[src/source/rv_pkg.sv]
package rv_pkg;

    localparam int XLEN      = 32;
    localparam int REG_COUNT = 32;

    typedef logic [XLEN-1:0]              word_t;
    typedef logic [$clog2(REG_COUNT)-1:0] reg_addr_t;

    localparam word_t RESET_PC  = 32'h0000_0000;
    localparam word_t NOP_INSTR = 32'h0000_0013; // addi x0, x0, 0

    // major opcode, instruction bits 6..2
    typedef enum logic [4:0] {
        LOAD   = 5'b00000,
        OP_IMM = 5'b00100,
        AUIPC  = 5'b00101,
        STORE  = 5'b01000,
        OP     = 5'b01100,
        LUI    = 5'b01101,
        BRANCH = 5'b11000,
        JALR   = 5'b11001,
        JAL    = 5'b11011
    } opcode_e;

    typedef enum logic [1:0] {
        BYTE = 2'b00,
        HALF = 2'b01,
        WORD = 2'b10
    } tsize_e;

    // --------------------------------------------------
    // stage payloads
    // --------------------------------------------------
    typedef struct packed {
        word_t     instruction;
        word_t     pc;
        reg_addr_t rs1;
        reg_addr_t rs2;
        reg_addr_t rd;
        logic      rf_wr;
        logic      mem_rd;
        logic      mem_wr;
        tsize_e    tsize;
        logic [2:0] alu_funct3;
        logic [6:0] alu_funct7;
    } if_id_t;

    typedef struct packed {
        word_t     instruction;
        word_t     pc;
        reg_addr_t rd;
        logic      rf_wr;
        logic      mem_rd;
        logic      mem_wr;
        tsize_e    tsize;
        logic [2:0] alu_funct3;
        logic [6:0] alu_funct7;
        word_t     rf_r1; // forwarded operands
        word_t     rf_r2;
    } id_ex_t;

    typedef struct packed {
        word_t     instruction;
        word_t     pc;
        word_t     rf_r2;        // store data
        reg_addr_t rd;
        logic      rf_wr;
        logic      mem_rd;
        logic      mem_wr;
        tsize_e    tsize;
        word_t     alu_out;
        word_t     mem_addr;     // also jalr target before bit 0 clear
        logic      branch_taken;
    } ex_ma_t;

    typedef struct packed {
        word_t     instruction;
        word_t     pc;
        reg_addr_t rd;
        logic      rf_wr;
        word_t     alu_out;
        word_t     mem_rdata;
        logic      branch_taken;
        word_t     next_pc;
    } ma_wb_t;

    // --------------------------------------------------
    // immediates, sign extended
    // --------------------------------------------------
    function automatic word_t imm_i(input word_t ins);
        return {{20{ins[31]}}, ins[31:20]};
    endfunction

    function automatic word_t imm_s(input word_t ins);
        return {{20{ins[31]}}, ins[31:25], ins[11:7]};
    endfunction

    function automatic word_t imm_b(input word_t ins);
        return {{19{ins[31]}}, ins[31], ins[7], ins[30:25], ins[11:8], 1'b0};
    endfunction

    function automatic word_t imm_j(input word_t ins);
        return {{11{ins[31]}}, ins[31], ins[19:12], ins[20], ins[30:21], 1'b0};
    endfunction

    function automatic word_t imm_u(input word_t ins);
        return {ins[31:12], 12'b0};
    endfunction

endpackage
[src/source/rv_core.sv]
`timescale 1ns/1ps

module rv_core (
    input  logic           clk,
    input  logic           rst_n,
    output rv_pkg::word_t  imem_addr_o,
    input  rv_pkg::word_t  imem_rdata_i,
    output logic           dmem_req_o,
    output logic           dmem_we_o,
    output rv_pkg::word_t  dmem_addr_o,
    output rv_pkg::word_t  dmem_wdata_o,
    output rv_pkg::tsize_e dmem_size_o,
    input  rv_pkg::word_t  dmem_rdata_i,
    input  logic           dmem_done_i
);

    // stage payloads, d side and q side
    rv_pkg::if_id_t    if_id_d;
    rv_pkg::if_id_t    if_id_q;
    rv_pkg::id_ex_t    id_ex_d;
    rv_pkg::id_ex_t    id_ex_q;
    rv_pkg::ex_ma_t    ex_ma_d;
    rv_pkg::ex_ma_t    ex_ma_q;
    rv_pkg::ma_wb_t    ma_wb_d;
    rv_pkg::ma_wb_t    ma_wb_q;

    rv_pkg::word_t     rf_r1;
    rv_pkg::word_t     rf_r2;
    rv_pkg::word_t     wb_data;
    rv_pkg::word_t     target;
    rv_pkg::reg_addr_t rf_rd;
    logic              rf_wr;
    logic              redirect;
    logic              mem_busy;

    // pipeline control
    logic flush;
    logic stall_pc;
    logic stall_if_id;
    logic stall_id_ex;
    logic stall_ex_ma;
    logic bubble_id_ex;
    logic bubble_ma_wb;

    fetch_decode fetch_decode_i (
        .clk          (clk),
        .rst_n        (rst_n),
        .stall_i      (stall_pc),
        .redirect_i   (redirect),
        .target_i     (target),
        .imem_rdata_i (imem_rdata_i),
        .imem_addr_o  (imem_addr_o),
        .if_id_o      (if_id_d)
    );

    pipe_reg #(.payload_t(rv_pkg::if_id_t)) if_id_reg (
        .clk      (clk),
        .rst_n    (rst_n),
        .flush_i  (flush),
        .stall_i  (stall_if_id),
        .bubble_i (1'b0),
        .d_i      (if_id_d),
        .q_o      (if_id_q)
    );

    regfile regfile_i (
        .clk      (clk),
        .rst_n    (rst_n),
        .rs1_i    (if_id_q.rs1),
        .rs2_i    (if_id_q.rs2),
        .wr_i     (rf_wr),
        .rd_i     (rf_rd),
        .wrdata_i (wb_data),
        .r1_o     (rf_r1),
        .r2_o     (rf_r2)
    );

    hazard_unit hazard_unit_i (
        .if_id_i        (if_id_q),
        .id_ex_i        (id_ex_q),
        .ex_ma_i        (ex_ma_q),
        .ma_wb_i        (ma_wb_q),
        .rf_r1_i        (rf_r1),
        .rf_r2_i        (rf_r2),
        .wb_data_i      (wb_data),
        .redirect_i     (redirect),
        .mem_busy_i     (mem_busy),
        .id_ex_d_o      (id_ex_d),
        .flush_o        (flush),
        .stall_pc_o     (stall_pc),
        .stall_if_id_o  (stall_if_id),
        .stall_id_ex_o  (stall_id_ex),
        .stall_ex_ma_o  (stall_ex_ma),
        .bubble_id_ex_o (bubble_id_ex),
        .bubble_ma_wb_o (bubble_ma_wb)
    );

    pipe_reg #(.payload_t(rv_pkg::id_ex_t)) id_ex_reg (
        .clk      (clk),
        .rst_n    (rst_n),
        .flush_i  (flush),
        .stall_i  (stall_id_ex),
        .bubble_i (bubble_id_ex),
        .d_i      (id_ex_d),
        .q_o      (id_ex_q)
    );

    execute_unit execute_unit_i (
        .id_ex_i   (id_ex_q),
        .ex_ma_d_o (ex_ma_d)
    );

    pipe_reg #(.payload_t(rv_pkg::ex_ma_t)) ex_ma_reg (
        .clk      (clk),
        .rst_n    (rst_n),
        .flush_i  (flush),
        .stall_i  (stall_ex_ma),
        .bubble_i (1'b0),
        .d_i      (ex_ma_d),
        .q_o      (ex_ma_q)
    );

    mem_wb_unit mem_wb_unit_i (
        .ex_ma_i      (ex_ma_q),
        .ma_wb_i      (ma_wb_q),
        .dmem_rdata_i (dmem_rdata_i),
        .dmem_done_i  (dmem_done_i),
        .dmem_req_o   (dmem_req_o),
        .dmem_we_o    (dmem_we_o),
        .dmem_addr_o  (dmem_addr_o),
        .dmem_wdata_o (dmem_wdata_o),
        .dmem_size_o  (dmem_size_o),
        .ma_wb_d_o    (ma_wb_d),
        .mem_busy_o   (mem_busy),
        .redirect_o   (redirect),
        .target_o     (target),
        .rf_wr_o      (rf_wr),
        .rf_rd_o      (rf_rd),
        .wb_data_o    (wb_data)
    );

    // never stalled, drains while the access waits
    pipe_reg #(.payload_t(rv_pkg::ma_wb_t)) ma_wb_reg (
        .clk      (clk),
        .rst_n    (rst_n),
        .flush_i  (flush),
        .stall_i  (1'b0),
        .bubble_i (bubble_ma_wb),
        .d_i      (ma_wb_d),
        .q_o      (ma_wb_q)
    );

endmodule

[src/source/mem_wb_unit.sv]
`timescale 1ns/1ps

module mem_wb_unit (
    input  rv_pkg::ex_ma_t    ex_ma_i,
    input  rv_pkg::ma_wb_t    ma_wb_i,
    input  rv_pkg::word_t     dmem_rdata_i,
    input  logic              dmem_done_i,
    output logic              dmem_req_o,
    output logic              dmem_we_o,
    output rv_pkg::word_t     dmem_addr_o,
    output rv_pkg::word_t     dmem_wdata_o,
    output rv_pkg::tsize_e    dmem_size_o,
    output rv_pkg::ma_wb_t    ma_wb_d_o,
    output logic              mem_busy_o,
    output logic              redirect_o,
    output rv_pkg::word_t     target_o,
    output logic              rf_wr_o,
    output rv_pkg::reg_addr_t rf_rd_o,
    output rv_pkg::word_t     wb_data_o
);

    rv_pkg::opcode_e ma_op;
    rv_pkg::opcode_e wb_op;
    rv_pkg::word_t   ld_data;   // extended load value

    assign ma_op = rv_pkg::opcode_e'(ex_ma_i.instruction[6:2]);
    assign wb_op = rv_pkg::opcode_e'(ma_wb_i.instruction[6:2]);

    // --------------------------------------------------
    // data bus, held stable until done
    // --------------------------------------------------
    assign dmem_req_o   = (ex_ma_i.mem_rd | ex_ma_i.mem_wr) & ~redirect_o; // wrong path
    assign dmem_we_o    = ex_ma_i.mem_wr;
    assign dmem_addr_o  = ex_ma_i.mem_addr;
    assign dmem_wdata_o = ex_ma_i.rf_r2;      // right aligned
    assign dmem_size_o  = ex_ma_i.tsize;
    assign mem_busy_o   = dmem_req_o & ~dmem_done_i;

    always_comb begin
        ma_wb_d_o              = '0;
        ma_wb_d_o.instruction  = ex_ma_i.instruction;
        ma_wb_d_o.pc           = ex_ma_i.pc;
        ma_wb_d_o.rd           = ex_ma_i.rd;
        ma_wb_d_o.rf_wr        = ex_ma_i.rf_wr;
        ma_wb_d_o.alu_out      = ex_ma_i.alu_out;
        ma_wb_d_o.mem_rdata    = dmem_rdata_i;   // sampled on the done edge
        ma_wb_d_o.branch_taken = ex_ma_i.branch_taken;
        case (ma_op)
            rv_pkg::BRANCH: ma_wb_d_o.next_pc = ex_ma_i.branch_taken
                                ? ex_ma_i.pc + rv_pkg::imm_b(ex_ma_i.instruction)
                                : ex_ma_i.pc + 32'd4;
            rv_pkg::JAL:    ma_wb_d_o.next_pc = ex_ma_i.pc + rv_pkg::imm_j(ex_ma_i.instruction);
            rv_pkg::JALR:   ma_wb_d_o.next_pc = ex_ma_i.mem_addr & ~32'd1;
            default:        ma_wb_d_o.next_pc = ex_ma_i.pc + 32'd4;
        endcase
    end

    // --------------------------------------------------
    // write-back
    // --------------------------------------------------
    always_comb begin
        case (ma_wb_i.instruction[14:12])
            3'b000:  ld_data = {{24{ma_wb_i.mem_rdata[7]}}, ma_wb_i.mem_rdata[7:0]};   // lb
            3'b001:  ld_data = {{16{ma_wb_i.mem_rdata[15]}}, ma_wb_i.mem_rdata[15:0]}; // lh
            3'b100:  ld_data = {24'b0, ma_wb_i.mem_rdata[7:0]};                        // lbu
            3'b101:  ld_data = {16'b0, ma_wb_i.mem_rdata[15:0]};                       // lhu
            default: ld_data = ma_wb_i.mem_rdata;
        endcase
    end

    always_comb begin
        case (wb_op)
            rv_pkg::LOAD:             wb_data_o = ld_data;
            rv_pkg::LUI:              wb_data_o = rv_pkg::imm_u(ma_wb_i.instruction);
            rv_pkg::AUIPC:            wb_data_o = ma_wb_i.pc + rv_pkg::imm_u(ma_wb_i.instruction);
            rv_pkg::JAL, rv_pkg::JALR: wb_data_o = ma_wb_i.pc + 32'd4; // link
            default:                  wb_data_o = ma_wb_i.alu_out;
        endcase
    end

    assign rf_wr_o    = ma_wb_i.rf_wr;
    assign rf_rd_o    = ma_wb_i.rd;
    assign redirect_o = (wb_op inside {rv_pkg::JAL, rv_pkg::JALR})
                      | ((wb_op == rv_pkg::BRANCH) & ma_wb_i.branch_taken);
    assign target_o   = ma_wb_i.next_pc;

endmodule

[src/source/execute_unit.sv]
`timescale 1ns/1ps

module execute_unit (
    input  rv_pkg::id_ex_t id_ex_i,
    output rv_pkg::ex_ma_t ex_ma_d_o
);

    rv_pkg::opcode_e op;
    rv_pkg::word_t   op_a;
    rv_pkg::word_t   op_b;
    rv_pkg::word_t   alu_out;
    logic [32:0]     diff;      // a - b with carry out
    logic            flag_z;
    logic            flag_n;
    logic            flag_v;
    logic            flag_c;
    logic            taken;

    assign op   = rv_pkg::opcode_e'(id_ex_i.instruction[6:2]);
    assign op_a = id_ex_i.rf_r1;
    assign op_b = (op == rv_pkg::OP_IMM) ? rv_pkg::imm_i(id_ex_i.instruction) : id_ex_i.rf_r2;

    // --------------------------------------------------
    // subtraction flags, shared by slt and branches
    // --------------------------------------------------
    assign diff   = {1'b0, op_a} + {1'b0, ~op_b} + 33'd1;
    assign flag_z = (diff[31:0] == '0);
    assign flag_n = diff[31];
    assign flag_v = (op_a[31] != op_b[31]) && (diff[31] != op_a[31]);
    assign flag_c = diff[32];   // set when a >= b unsigned

    always_comb begin
        case (id_ex_i.alu_funct3)
            3'b000: alu_out = id_ex_i.alu_funct7[5] ? diff[31:0] : op_a + op_b;
            3'b001: alu_out = op_a << op_b[4:0];
            3'b010: alu_out = {31'b0, flag_n ^ flag_v}; // slt
            3'b011: alu_out = {31'b0, ~flag_c};         // sltu
            3'b100: alu_out = op_a ^ op_b;
            3'b101: begin
                if (id_ex_i.alu_funct7[5]) begin
                    alu_out = $signed(op_a) >>> op_b[4:0];
                end else begin
                    alu_out = op_a >> op_b[4:0];
                end
            end
            3'b110: alu_out = op_a | op_b;
            default: alu_out = op_a & op_b;
        endcase
    end

    // branch condition by funct3
    always_comb begin
        case (id_ex_i.instruction[14:12])
            3'b000: taken = flag_z;              // beq
            3'b001: taken = ~flag_z;             // bne
            3'b100: taken = flag_n ^ flag_v;     // blt
            3'b101: taken = ~(flag_n ^ flag_v);  // bge
            3'b110: taken = ~flag_c;             // bltu
            3'b111: taken = flag_c;              // bgeu
            default: taken = 1'b0;
        endcase
    end

    always_comb begin
        ex_ma_d_o              = '0;
        ex_ma_d_o.instruction  = id_ex_i.instruction;
        ex_ma_d_o.pc           = id_ex_i.pc;
        ex_ma_d_o.rf_r2        = id_ex_i.rf_r2;
        ex_ma_d_o.rd           = id_ex_i.rd;
        ex_ma_d_o.rf_wr        = id_ex_i.rf_wr;
        ex_ma_d_o.mem_rd       = id_ex_i.mem_rd;
        ex_ma_d_o.mem_wr       = id_ex_i.mem_wr;
        ex_ma_d_o.tsize        = id_ex_i.tsize;
        ex_ma_d_o.alu_out      = alu_out;
        ex_ma_d_o.branch_taken = (op == rv_pkg::BRANCH) && taken;
        // rs1 + imm, i-type also serves jalr
        ex_ma_d_o.mem_addr     = id_ex_i.rf_r1 + ((op == rv_pkg::STORE)
                                 ? rv_pkg::imm_s(id_ex_i.instruction)
                                 : rv_pkg::imm_i(id_ex_i.instruction));
    end

endmodule

[src/source/hazard_unit.sv]
`timescale 1ns/1ps

module hazard_unit (
    input  rv_pkg::if_id_t if_id_i,
    input  rv_pkg::id_ex_t id_ex_i,
    input  rv_pkg::ex_ma_t ex_ma_i,
    input  rv_pkg::ma_wb_t ma_wb_i,
    input  rv_pkg::word_t  rf_r1_i,
    input  rv_pkg::word_t  rf_r2_i,
    input  rv_pkg::word_t  wb_data_i,
    input  logic           redirect_i,
    input  logic           mem_busy_i,
    output rv_pkg::id_ex_t id_ex_d_o,
    output logic           flush_o,
    output logic           stall_pc_o,
    output logic           stall_if_id_o,
    output logic           stall_id_ex_o,
    output logic           stall_ex_ma_o,
    output logic           bubble_id_ex_o,
    output logic           bubble_ma_wb_o
);

    logic        ex_ma_alu; // ex_ma result already final
    logic [32:0] res1;      // {unresolved, operand}
    logic [32:0] res2;

    assign ex_ma_alu = rv_pkg::opcode_e'(ex_ma_i.instruction[6:2])
                       inside {rv_pkg::OP, rv_pkg::OP_IMM};

    // youngest producer wins: id_ex, then ex_ma, then ma_wb
    function automatic logic [32:0] resolve(input rv_pkg::reg_addr_t rs,
                                            input rv_pkg::word_t rf_val);
        logic [32:0] r;
        r = {1'b0, rf_val};
        if (rs == '0) begin
            r = {1'b0, rf_val};
        end else if (id_ex_i.rf_wr && id_ex_i.rd == rs) begin
            r = {1'b1, rf_val};                        // not computed yet
        end else if (ex_ma_i.rf_wr && ex_ma_i.rd == rs) begin
            r = ex_ma_alu ? {1'b0, ex_ma_i.alu_out} : {1'b1, rf_val};
        end else if (ma_wb_i.rf_wr && ma_wb_i.rd == rs) begin
            r = {1'b0, wb_data_i};                     // write lands this edge
        end
        return r;
    endfunction

    always_comb begin
        res1 = resolve(if_id_i.rs1, rf_r1_i);
        res2 = resolve(if_id_i.rs2, rf_r2_i);
    end

    always_comb begin
        id_ex_d_o             = '0;
        id_ex_d_o.instruction = if_id_i.instruction;
        id_ex_d_o.pc          = if_id_i.pc;
        id_ex_d_o.rd          = if_id_i.rd;
        id_ex_d_o.rf_wr       = if_id_i.rf_wr;
        id_ex_d_o.mem_rd      = if_id_i.mem_rd;
        id_ex_d_o.mem_wr      = if_id_i.mem_wr;
        id_ex_d_o.tsize       = if_id_i.tsize;
        id_ex_d_o.alu_funct3  = if_id_i.alu_funct3;
        id_ex_d_o.alu_funct7  = if_id_i.alu_funct7;
        id_ex_d_o.rf_r1       = res1[31:0];
        id_ex_d_o.rf_r2       = res2[31:0];
    end

    // --------------------------------------------------
    // stalls chain from the back of the pipe forward
    // --------------------------------------------------
    assign flush_o        = redirect_i;
    assign stall_ex_ma_o  = mem_busy_i;           // hold the access
    assign bubble_ma_wb_o = mem_busy_i;
    assign stall_id_ex_o  = stall_ex_ma_o;
    assign bubble_id_ex_o = (res1[32] | res2[32]) & ~stall_id_ex_o;
    assign stall_if_id_o  = stall_id_ex_o | bubble_id_ex_o;
    assign stall_pc_o     = stall_if_id_o;

endmodule

[src/source/regfile.sv]
`timescale 1ns/1ps

module regfile (
    input  logic              clk,
    input  logic              rst_n,
    input  rv_pkg::reg_addr_t rs1_i,
    input  rv_pkg::reg_addr_t rs2_i,
    input  logic              wr_i,
    input  rv_pkg::reg_addr_t rd_i,
    input  rv_pkg::word_t     wrdata_i,
    output rv_pkg::word_t     r1_o,
    output rv_pkg::word_t     r2_o
);

    rv_pkg::word_t regs [1:rv_pkg::REG_COUNT-1]; // no storage for x0

    always_ff @(posedge clk or negedge rst_n) begin
        if (!rst_n) begin
            for (int i = 1; i < rv_pkg::REG_COUNT; i++) begin
                regs[i] <= '0;
            end
        end else if (wr_i && rd_i != '0) begin
            regs[rd_i] <= wrdata_i;
        end
    end

    assign r1_o = (rs1_i == '0) ? '0 : regs[rs1_i];
    assign r2_o = (rs2_i == '0) ? '0 : regs[rs2_i];

endmodule

[src/source/fetch_decode.sv]
`timescale 1ns/1ps

module fetch_decode (
    input  logic           clk,
    input  logic           rst_n,
    input  logic           stall_i,
    input  logic           redirect_i,
    input  rv_pkg::word_t  target_i,
    input  rv_pkg::word_t  imem_rdata_i,
    output rv_pkg::word_t  imem_addr_o,
    output rv_pkg::if_id_t if_id_o
);

    rv_pkg::word_t pc_q;

    // --------------------------------------------------
    // program counter
    // --------------------------------------------------
    always_ff @(posedge clk or negedge rst_n) begin
        if (!rst_n) begin
            pc_q <= rv_pkg::RESET_PC;
        end else if (redirect_i) begin
            pc_q <= target_i;          // taken branch or jump from wb
        end else if (!stall_i) begin
            pc_q <= pc_q + 32'd4;      // predict fall-through
        end
    end

    assign imem_addr_o = pc_q;         // memory answers in the same cycle

    // --------------------------------------------------
    // decode
    // --------------------------------------------------
    always_comb begin
        if_id_o             = '0;
        if_id_o.instruction = imem_rdata_i;
        if_id_o.pc          = pc_q;
        if (imem_rdata_i[1:0] != 2'b11) begin
            if_id_o.instruction = rv_pkg::NOP_INSTR; // not a 32-bit encoding
        end else begin
            case (rv_pkg::opcode_e'(imem_rdata_i[6:2]))
                rv_pkg::LOAD: begin
                    if_id_o.rs1    = imem_rdata_i[19:15];
                    if_id_o.rd     = imem_rdata_i[11:7];
                    if_id_o.rf_wr  = 1'b1;
                    if_id_o.mem_rd = 1'b1;
                    if_id_o.tsize  = rv_pkg::tsize_e'(imem_rdata_i[13:12]);
                end
                rv_pkg::STORE: begin
                    if_id_o.rs1    = imem_rdata_i[19:15];
                    if_id_o.rs2    = imem_rdata_i[24:20];
                    if_id_o.mem_wr = 1'b1;
                    if_id_o.tsize  = rv_pkg::tsize_e'(imem_rdata_i[13:12]);
                end
                rv_pkg::OP_IMM: begin
                    if_id_o.rs1        = imem_rdata_i[19:15];
                    if_id_o.rd         = imem_rdata_i[11:7];
                    if_id_o.rf_wr      = 1'b1;
                    if_id_o.alu_funct3 = imem_rdata_i[14:12];
                    // only srai needs funct7, it sits in the immediate
                    if (imem_rdata_i[14:12] == 3'b101) begin
                        if_id_o.alu_funct7 = imem_rdata_i[31:25];
                    end
                end
                rv_pkg::OP: begin
                    if_id_o.rs1        = imem_rdata_i[19:15];
                    if_id_o.rs2        = imem_rdata_i[24:20];
                    if_id_o.rd         = imem_rdata_i[11:7];
                    if_id_o.rf_wr      = 1'b1;
                    if_id_o.alu_funct3 = imem_rdata_i[14:12];
                    if_id_o.alu_funct7 = imem_rdata_i[31:25];
                end
                rv_pkg::LUI, rv_pkg::AUIPC, rv_pkg::JAL: begin
                    if_id_o.rd    = imem_rdata_i[11:7];
                    if_id_o.rf_wr = 1'b1;   // value formed in wb
                end
                rv_pkg::JALR: begin
                    if_id_o.rs1   = imem_rdata_i[19:15];
                    if_id_o.rd    = imem_rdata_i[11:7];
                    if_id_o.rf_wr = 1'b1;
                end
                rv_pkg::BRANCH: begin
                    if_id_o.rs1        = imem_rdata_i[19:15];
                    if_id_o.rs2        = imem_rdata_i[24:20];
                    if_id_o.alu_funct7 = 7'b0100000; // subtract for the flags
                end
                default: if_id_o.instruction = rv_pkg::NOP_INSTR;
            endcase
        end
    end

endmodule

[src/source/pipe_reg.sv]
`timescale 1ns/1ps

module pipe_reg #(
    parameter type payload_t = logic
) (
    input  logic     clk,
    input  logic     rst_n,
    input  logic     flush_i,
    input  logic     stall_i,
    input  logic     bubble_i,
    input  payload_t d_i,
    output payload_t q_o
);

    // flush > stall > bubble > load
    always_ff @(posedge clk or negedge rst_n) begin
        if (!rst_n) begin
            q_o <= '0;
        end else if (flush_i) begin
            q_o <= '0;            // wrong path, drop it
        end else if (stall_i) begin
            q_o <= q_o;
        end else if (bubble_i) begin
            q_o <= '0;            // all-zero payload is a bubble
        end else begin
            q_o <= d_i;
        end
    end

endmodule

[config.mk]
export PLATFORM = sky130hd
export DESIGN_NAME = rv_core
export DESIGN_NICKNAME = d
export VERILOG_FILES = /design/src/source/rv_pkg.sv /design/src/source/rv_core.sv /design/src/source/mem_wb_unit.sv /design/src/source/execute_unit.sv /design/src/source/hazard_unit.sv /design/src/source/regfile.sv /design/src/source/fetch_decode.sv /design/src/source/pipe_reg.sv
export SDC_FILE = /design/constraint.sdc
export NUM_CORES = 2
export LEC_CHECK = 0
export BUFFER_PORTS_ARGS = -buffer_cell sky130_fd_sc_hd__buf_2
export CORE_ASPECT_RATIO = 1.4
export CORE_MARGIN = 5
export CORE_UTILIZATION = 30
export CTS_BUF_LIST = sky130_fd_sc_hd__clkbuf_8
export DETAILED_ROUTE_END_ITERATION = 10
export SYNTH_ARGS = -nofsm -noshare
export SYNTH_HDL_FRONTEND = slang
export SYNTH_SLANG_ARGS = --single-unit
[constraint.sdc]
create_clock -name clk -period 9.7 [get_ports clk]
set_input_delay 1.94 -clock clk [delete_from_list [all_inputs] [get_ports clk]]
set_output_delay 1.94 -clock clk [all_outputs]
set_load 0.02 [all_outputs]
==> impl_metrics.env <==
export IMPL_clkTransAtPathRegs_ps=60
export IMPL_avgViaCountPerCell=5.76
export IMPL_netlist_area_mm2=0.0904
export IMPL_num_rows=238
export IMPL_antenna_found_initial=16
export IMPL_final_common_cell="nand2_1"
export IMPL_io_buffers=166
export IMPL_dpl_hpwl_mm=253
export IMPL_path_max_fanout=12
export IMPL_yosysUniqueCellTypes=92
export IMPL_die_height_um=659
export IMPL_worstSetupEndpointType="flip-flop"
export IMPL_cts_hold_fix_buffers=0
export IMPL_ys_ff_latch=1579
export IMPL_wl_mm=374
export IMPL_cts_tree="yes"
export IMPL_slew_violations=0
export IMPL_hold_path_class="flip-flop to flip-flop"
export IMPL_ant_nets=0
export IMPL_crit_buf_inv=3
export IMPL_multi_input_area_mm2=0.0472
export IMPL_cpMaxStageDelayCell="ha_1"
export IMPL_ios=167
export IMPL_die_w_um=474
export IMPL_tns_ps=0
export IMPL_drive_above_1_share_pct=17.1
export IMPL_critPathTopFamily="compound AO/OA/AOI/OAI gates"
export IMPL_seq_area_mm2=0.0395
export IMPL_clock_sinks=1579
export IMPL_cts_resized=0
export IMPL_drt_pass1_iter_count=7
export IMPL_whs_ps=429
export IMPL_nFillCells=30500
export IMPL_ir_worst_vdd_v=0.000113
export IMPL_worst_pin_slew_ps=1340
export IMPL_rsz0062_at_grt="no"
export IMPL_die_area_mm2=0.312
export IMPL_gp_congestion=1.01
export IMPL_cts_setup_buffers=0
export IMPL_initial_utilization_pct=30.1
export IMPL_vias=74700
export IMPL_cts_root_buffer="clkbuf_8"
export IMPL_setup_violations=0
export IMPL_h_tree_depth=4
export IMPL_layout_common_cells="nand2_1, dfrtp_1, o21ai_0"
export IMPL_drt_iter0_drc=7462
export IMPL_hold_viol=0
export IMPL_fin_crit_ps=9050
export IMPL_coreArea_mm2=0.300
export IMPL_area_growth_syn_to_layout_pct=10.6
export IMPL_syn_inst=9038
export IMPL_outcome="finished clean"
export IMPL_drc=0
export IMPL_insertion_delay_ps=1060
export IMPL_period_share_pct=93.3
export IMPL_total_power_mw=14.3
export IMPL_grt_usage_pct=23.3
export IMPL_clk_path_buf_depth=4
export IMPL_final_nets=9052
export IMPL_r2r_start="id_ex_reg.q_o[122]"
export IMPL_worstPathArrival_ps=9980
export IMPL_synth_seq_area_share_pct=43.7
export IMPL_fmax_mhz=111
export IMPL_skew_ps=128
export IMPL_cellPowerDensity_mw_per_mm2=143
export IMPL_synth_edf_count=0
export IMPL_drv_cap=0
export IMPL_crit_start="id_ex_reg.q_o[122]"
export IMPL_async_flop_share_pct=100
export IMPL_syn_avg_cell_area_um2=10.0
export IMPL_start_kind="flip-flop"
export IMPL_post_route_util_pct=33.3
export IMPL_grt_pass1_wl_mm=540
export IMPL_hold_start="ma_wb_reg.q_o[1]"
export IMPL_cts_made_buffers=247
export IMPL_grt_pass1_vias=74900
export IMPL_post_drt_wl_per_cell_um=28.8
export IMPL_synth_nets=9297
export IMPL_p_leak_nw=43.4
export IMPL_ys_warn_count=0
export IMPL_max_stage_delay_ps=610
export IMPL_crit_type="flip-flop to flip-flop"
export IMPL_grt_max_degree=172
export IMPL_grt_overflow=0
export IMPL_synthFlopType="dfrtp_1"
export IMPL_worstPathRequired_ps=10630
export IMPL_slew_headroom_pct=10.8
==> layer usage <==
| layer | up-vias | track usage, % | routed length [um] |
|---|---|---|---|
| met5 | - | 0 | 69 |
| met4 | 10 | 17.1 | 33800 |
| met3 | 1131 | 4.32 | 26200 |
| met2 | 3392 | 39.0 | 179000 |
| met1 | 37900 | 26.8 | 135000 |
| li1 | 32300 | - | - |
==> worst reg2reg max path: cells and delay by family (launching register included) <==
| family | cells | cell delay, ps |
|---|---|---|
| AOI/OAI and AO/OA | 16 | 4270 |
| adders and majority gates | 2 | 1120 |
| DFF | 1 | 440 |
| muxes | 1 | 300 |
| and+or+nand+nor | 12 | 2460 |
| buffers and inverters | 3 | 450 |
==> logic make-up (layout without fill, tap and decap cells) <==
logic type | Yosys count | in the layout | share of synthesized area, %
multiplexers | 799 | 799 | 17.0
buffers and inverters | 1011 | 949 | 4.49
XOR/XNOR | 226 | 226 | 2.19
AO/OA/AOI/OAI | 2547 | 2547 | 17.1
flip-flops | 1579 | 1579 | 43.7
other | 0 | 28 | 0
adder cells (fa/ha/maj) | 192 | 192 | 2.71
AND/OR/NAND/NOR | 2684 | 2684 | 12.8
==> final timing paths <==
check / endpoint / slack [ps] / cells after the start
worst max-delay path: ex_ma_reg.q_o[0] / 650 / 34
worst min-delay path: fetch_decode_i.imem_addr_o[1] / 430 / 2
worst max register to register: ex_ma_reg.q_o[0] / 650 / 34
max in group asynchronous: regfile_i.regs[65] / 6300 / 3
min in group asynchronous: ex_ma_reg.q_o[97] / 880 / 1
worst min register to register: fetch_decode_i.imem_addr_o[1] / 430 / 2
==> synth_stat cells, types with 10 or more instances <==
| master | count | area share, % |
|---|---|---|
| clkbuf_1 | 663 | 2.8 |
| a21oi_1 | 379 | 2.1 |
| a22o_1 | 222 | 2.2 |
| or2_2 | 16 | 0.11 |
| mux2i_1 | 127 | 1.4 |
| a222oi_1 | 21 | 0.23 |
| o211ai_1 | 45 | 0.37 |
| a31oi_1 | 29 | 0.20 |
| a221oi_1 | 40 | 0.39 |
| o221ai_1 | 25 | 0.24 |
| dfrtp_1 | 1579 | 44 |
| buf_4 | 69 | 0.57 |
| a21o_1 | 115 | 0.96 |
| ha_1 | 186 | 2.6 |
| o2111ai_1 | 18 | 0.17 |
| o31ai_1 | 30 | 0.25 |
| o22ai_1 | 67 | 0.46 |
| xnor2_1 | 120 | 1.2 |
| and3_1 | 173 | 1.2 |
| nor2_1 | 303 | 1.3 |
| nor2b_1 | 39 | 0.27 |
| mux4_2 | 576 | 14 |
| a211o_1 | 14 | 0.14 |
| o21bai_1 | 24 | 0.20 |
| buf_1 | 110 | 0.46 |
| o21a_1 | 17 | 0.14 |
| nor3_1 | 101 | 0.56 |
| nand2_1 | 1680 | 7.0 |
| inv_1 | 158 | 0.66 |
| nor4_1 | 10 | 0.069 |
| nand2b_1 | 43 | 0.30 |
| a22oi_1 | 35 | 0.29 |
| a211oi_1 | 33 | 0.27 |
| or3_1 | 12 | 0.083 |
| nand3_1 | 212 | 1.2 |
| nand4_1 | 30 | 0.21 |
| mux2_2 | 96 | 1.2 |
| o21ai_0 | 1309 | 7.2 |
| nor3b_1 | 15 | 0.12 |
| a221o_1 | 26 | 0.29 |
| xor2_1 | 106 | 1.0 |
| o31a_1 | 10 | 0.097 |
| and2_1 | 16 | 0.11 |
==> through the flow <==
step	instance area, um2	worst slack [ps]	instances
floorplan	90400	1930	9038
global placement	94700	937	12500
detailed placement	94700	790	12500
CTS	99900	808	12900
global route	99900	87.6	12900
finish	99900	653	13000
==> registers in the layout, summed over array words and instances (netlist names) <==
register	flops
id_ex_reg.q_o	140
ma_wb_reg.q_o	160
if_id_reg.q_o	86
regfile_i.regs	992
fetch_decode_i.imem_addr_o	32
ex_ma_reg.q_o	169
==> layout make-up <==
cell class                      instances  share of cell area (%)
Multi-Input combinational cell       6448                    47.2
Sequential cell                      1579                    39.6
Tap cell                             3960                    4.96
Clock buffer                          307                    4.23
Timing Repair Buffer                  354                    2.43
Clock inverter                        125                   0.899
Inverter                              163                   0.612
Antenna cell                           28                  0.0701
==> report_power, final <==
part | internal (mW) | switching, mW
clock network | 3.16 | 2.85
logic | 0.407 | 0.942
registers | 6.73 | 0.216
(Power assumes the default switching activity.)
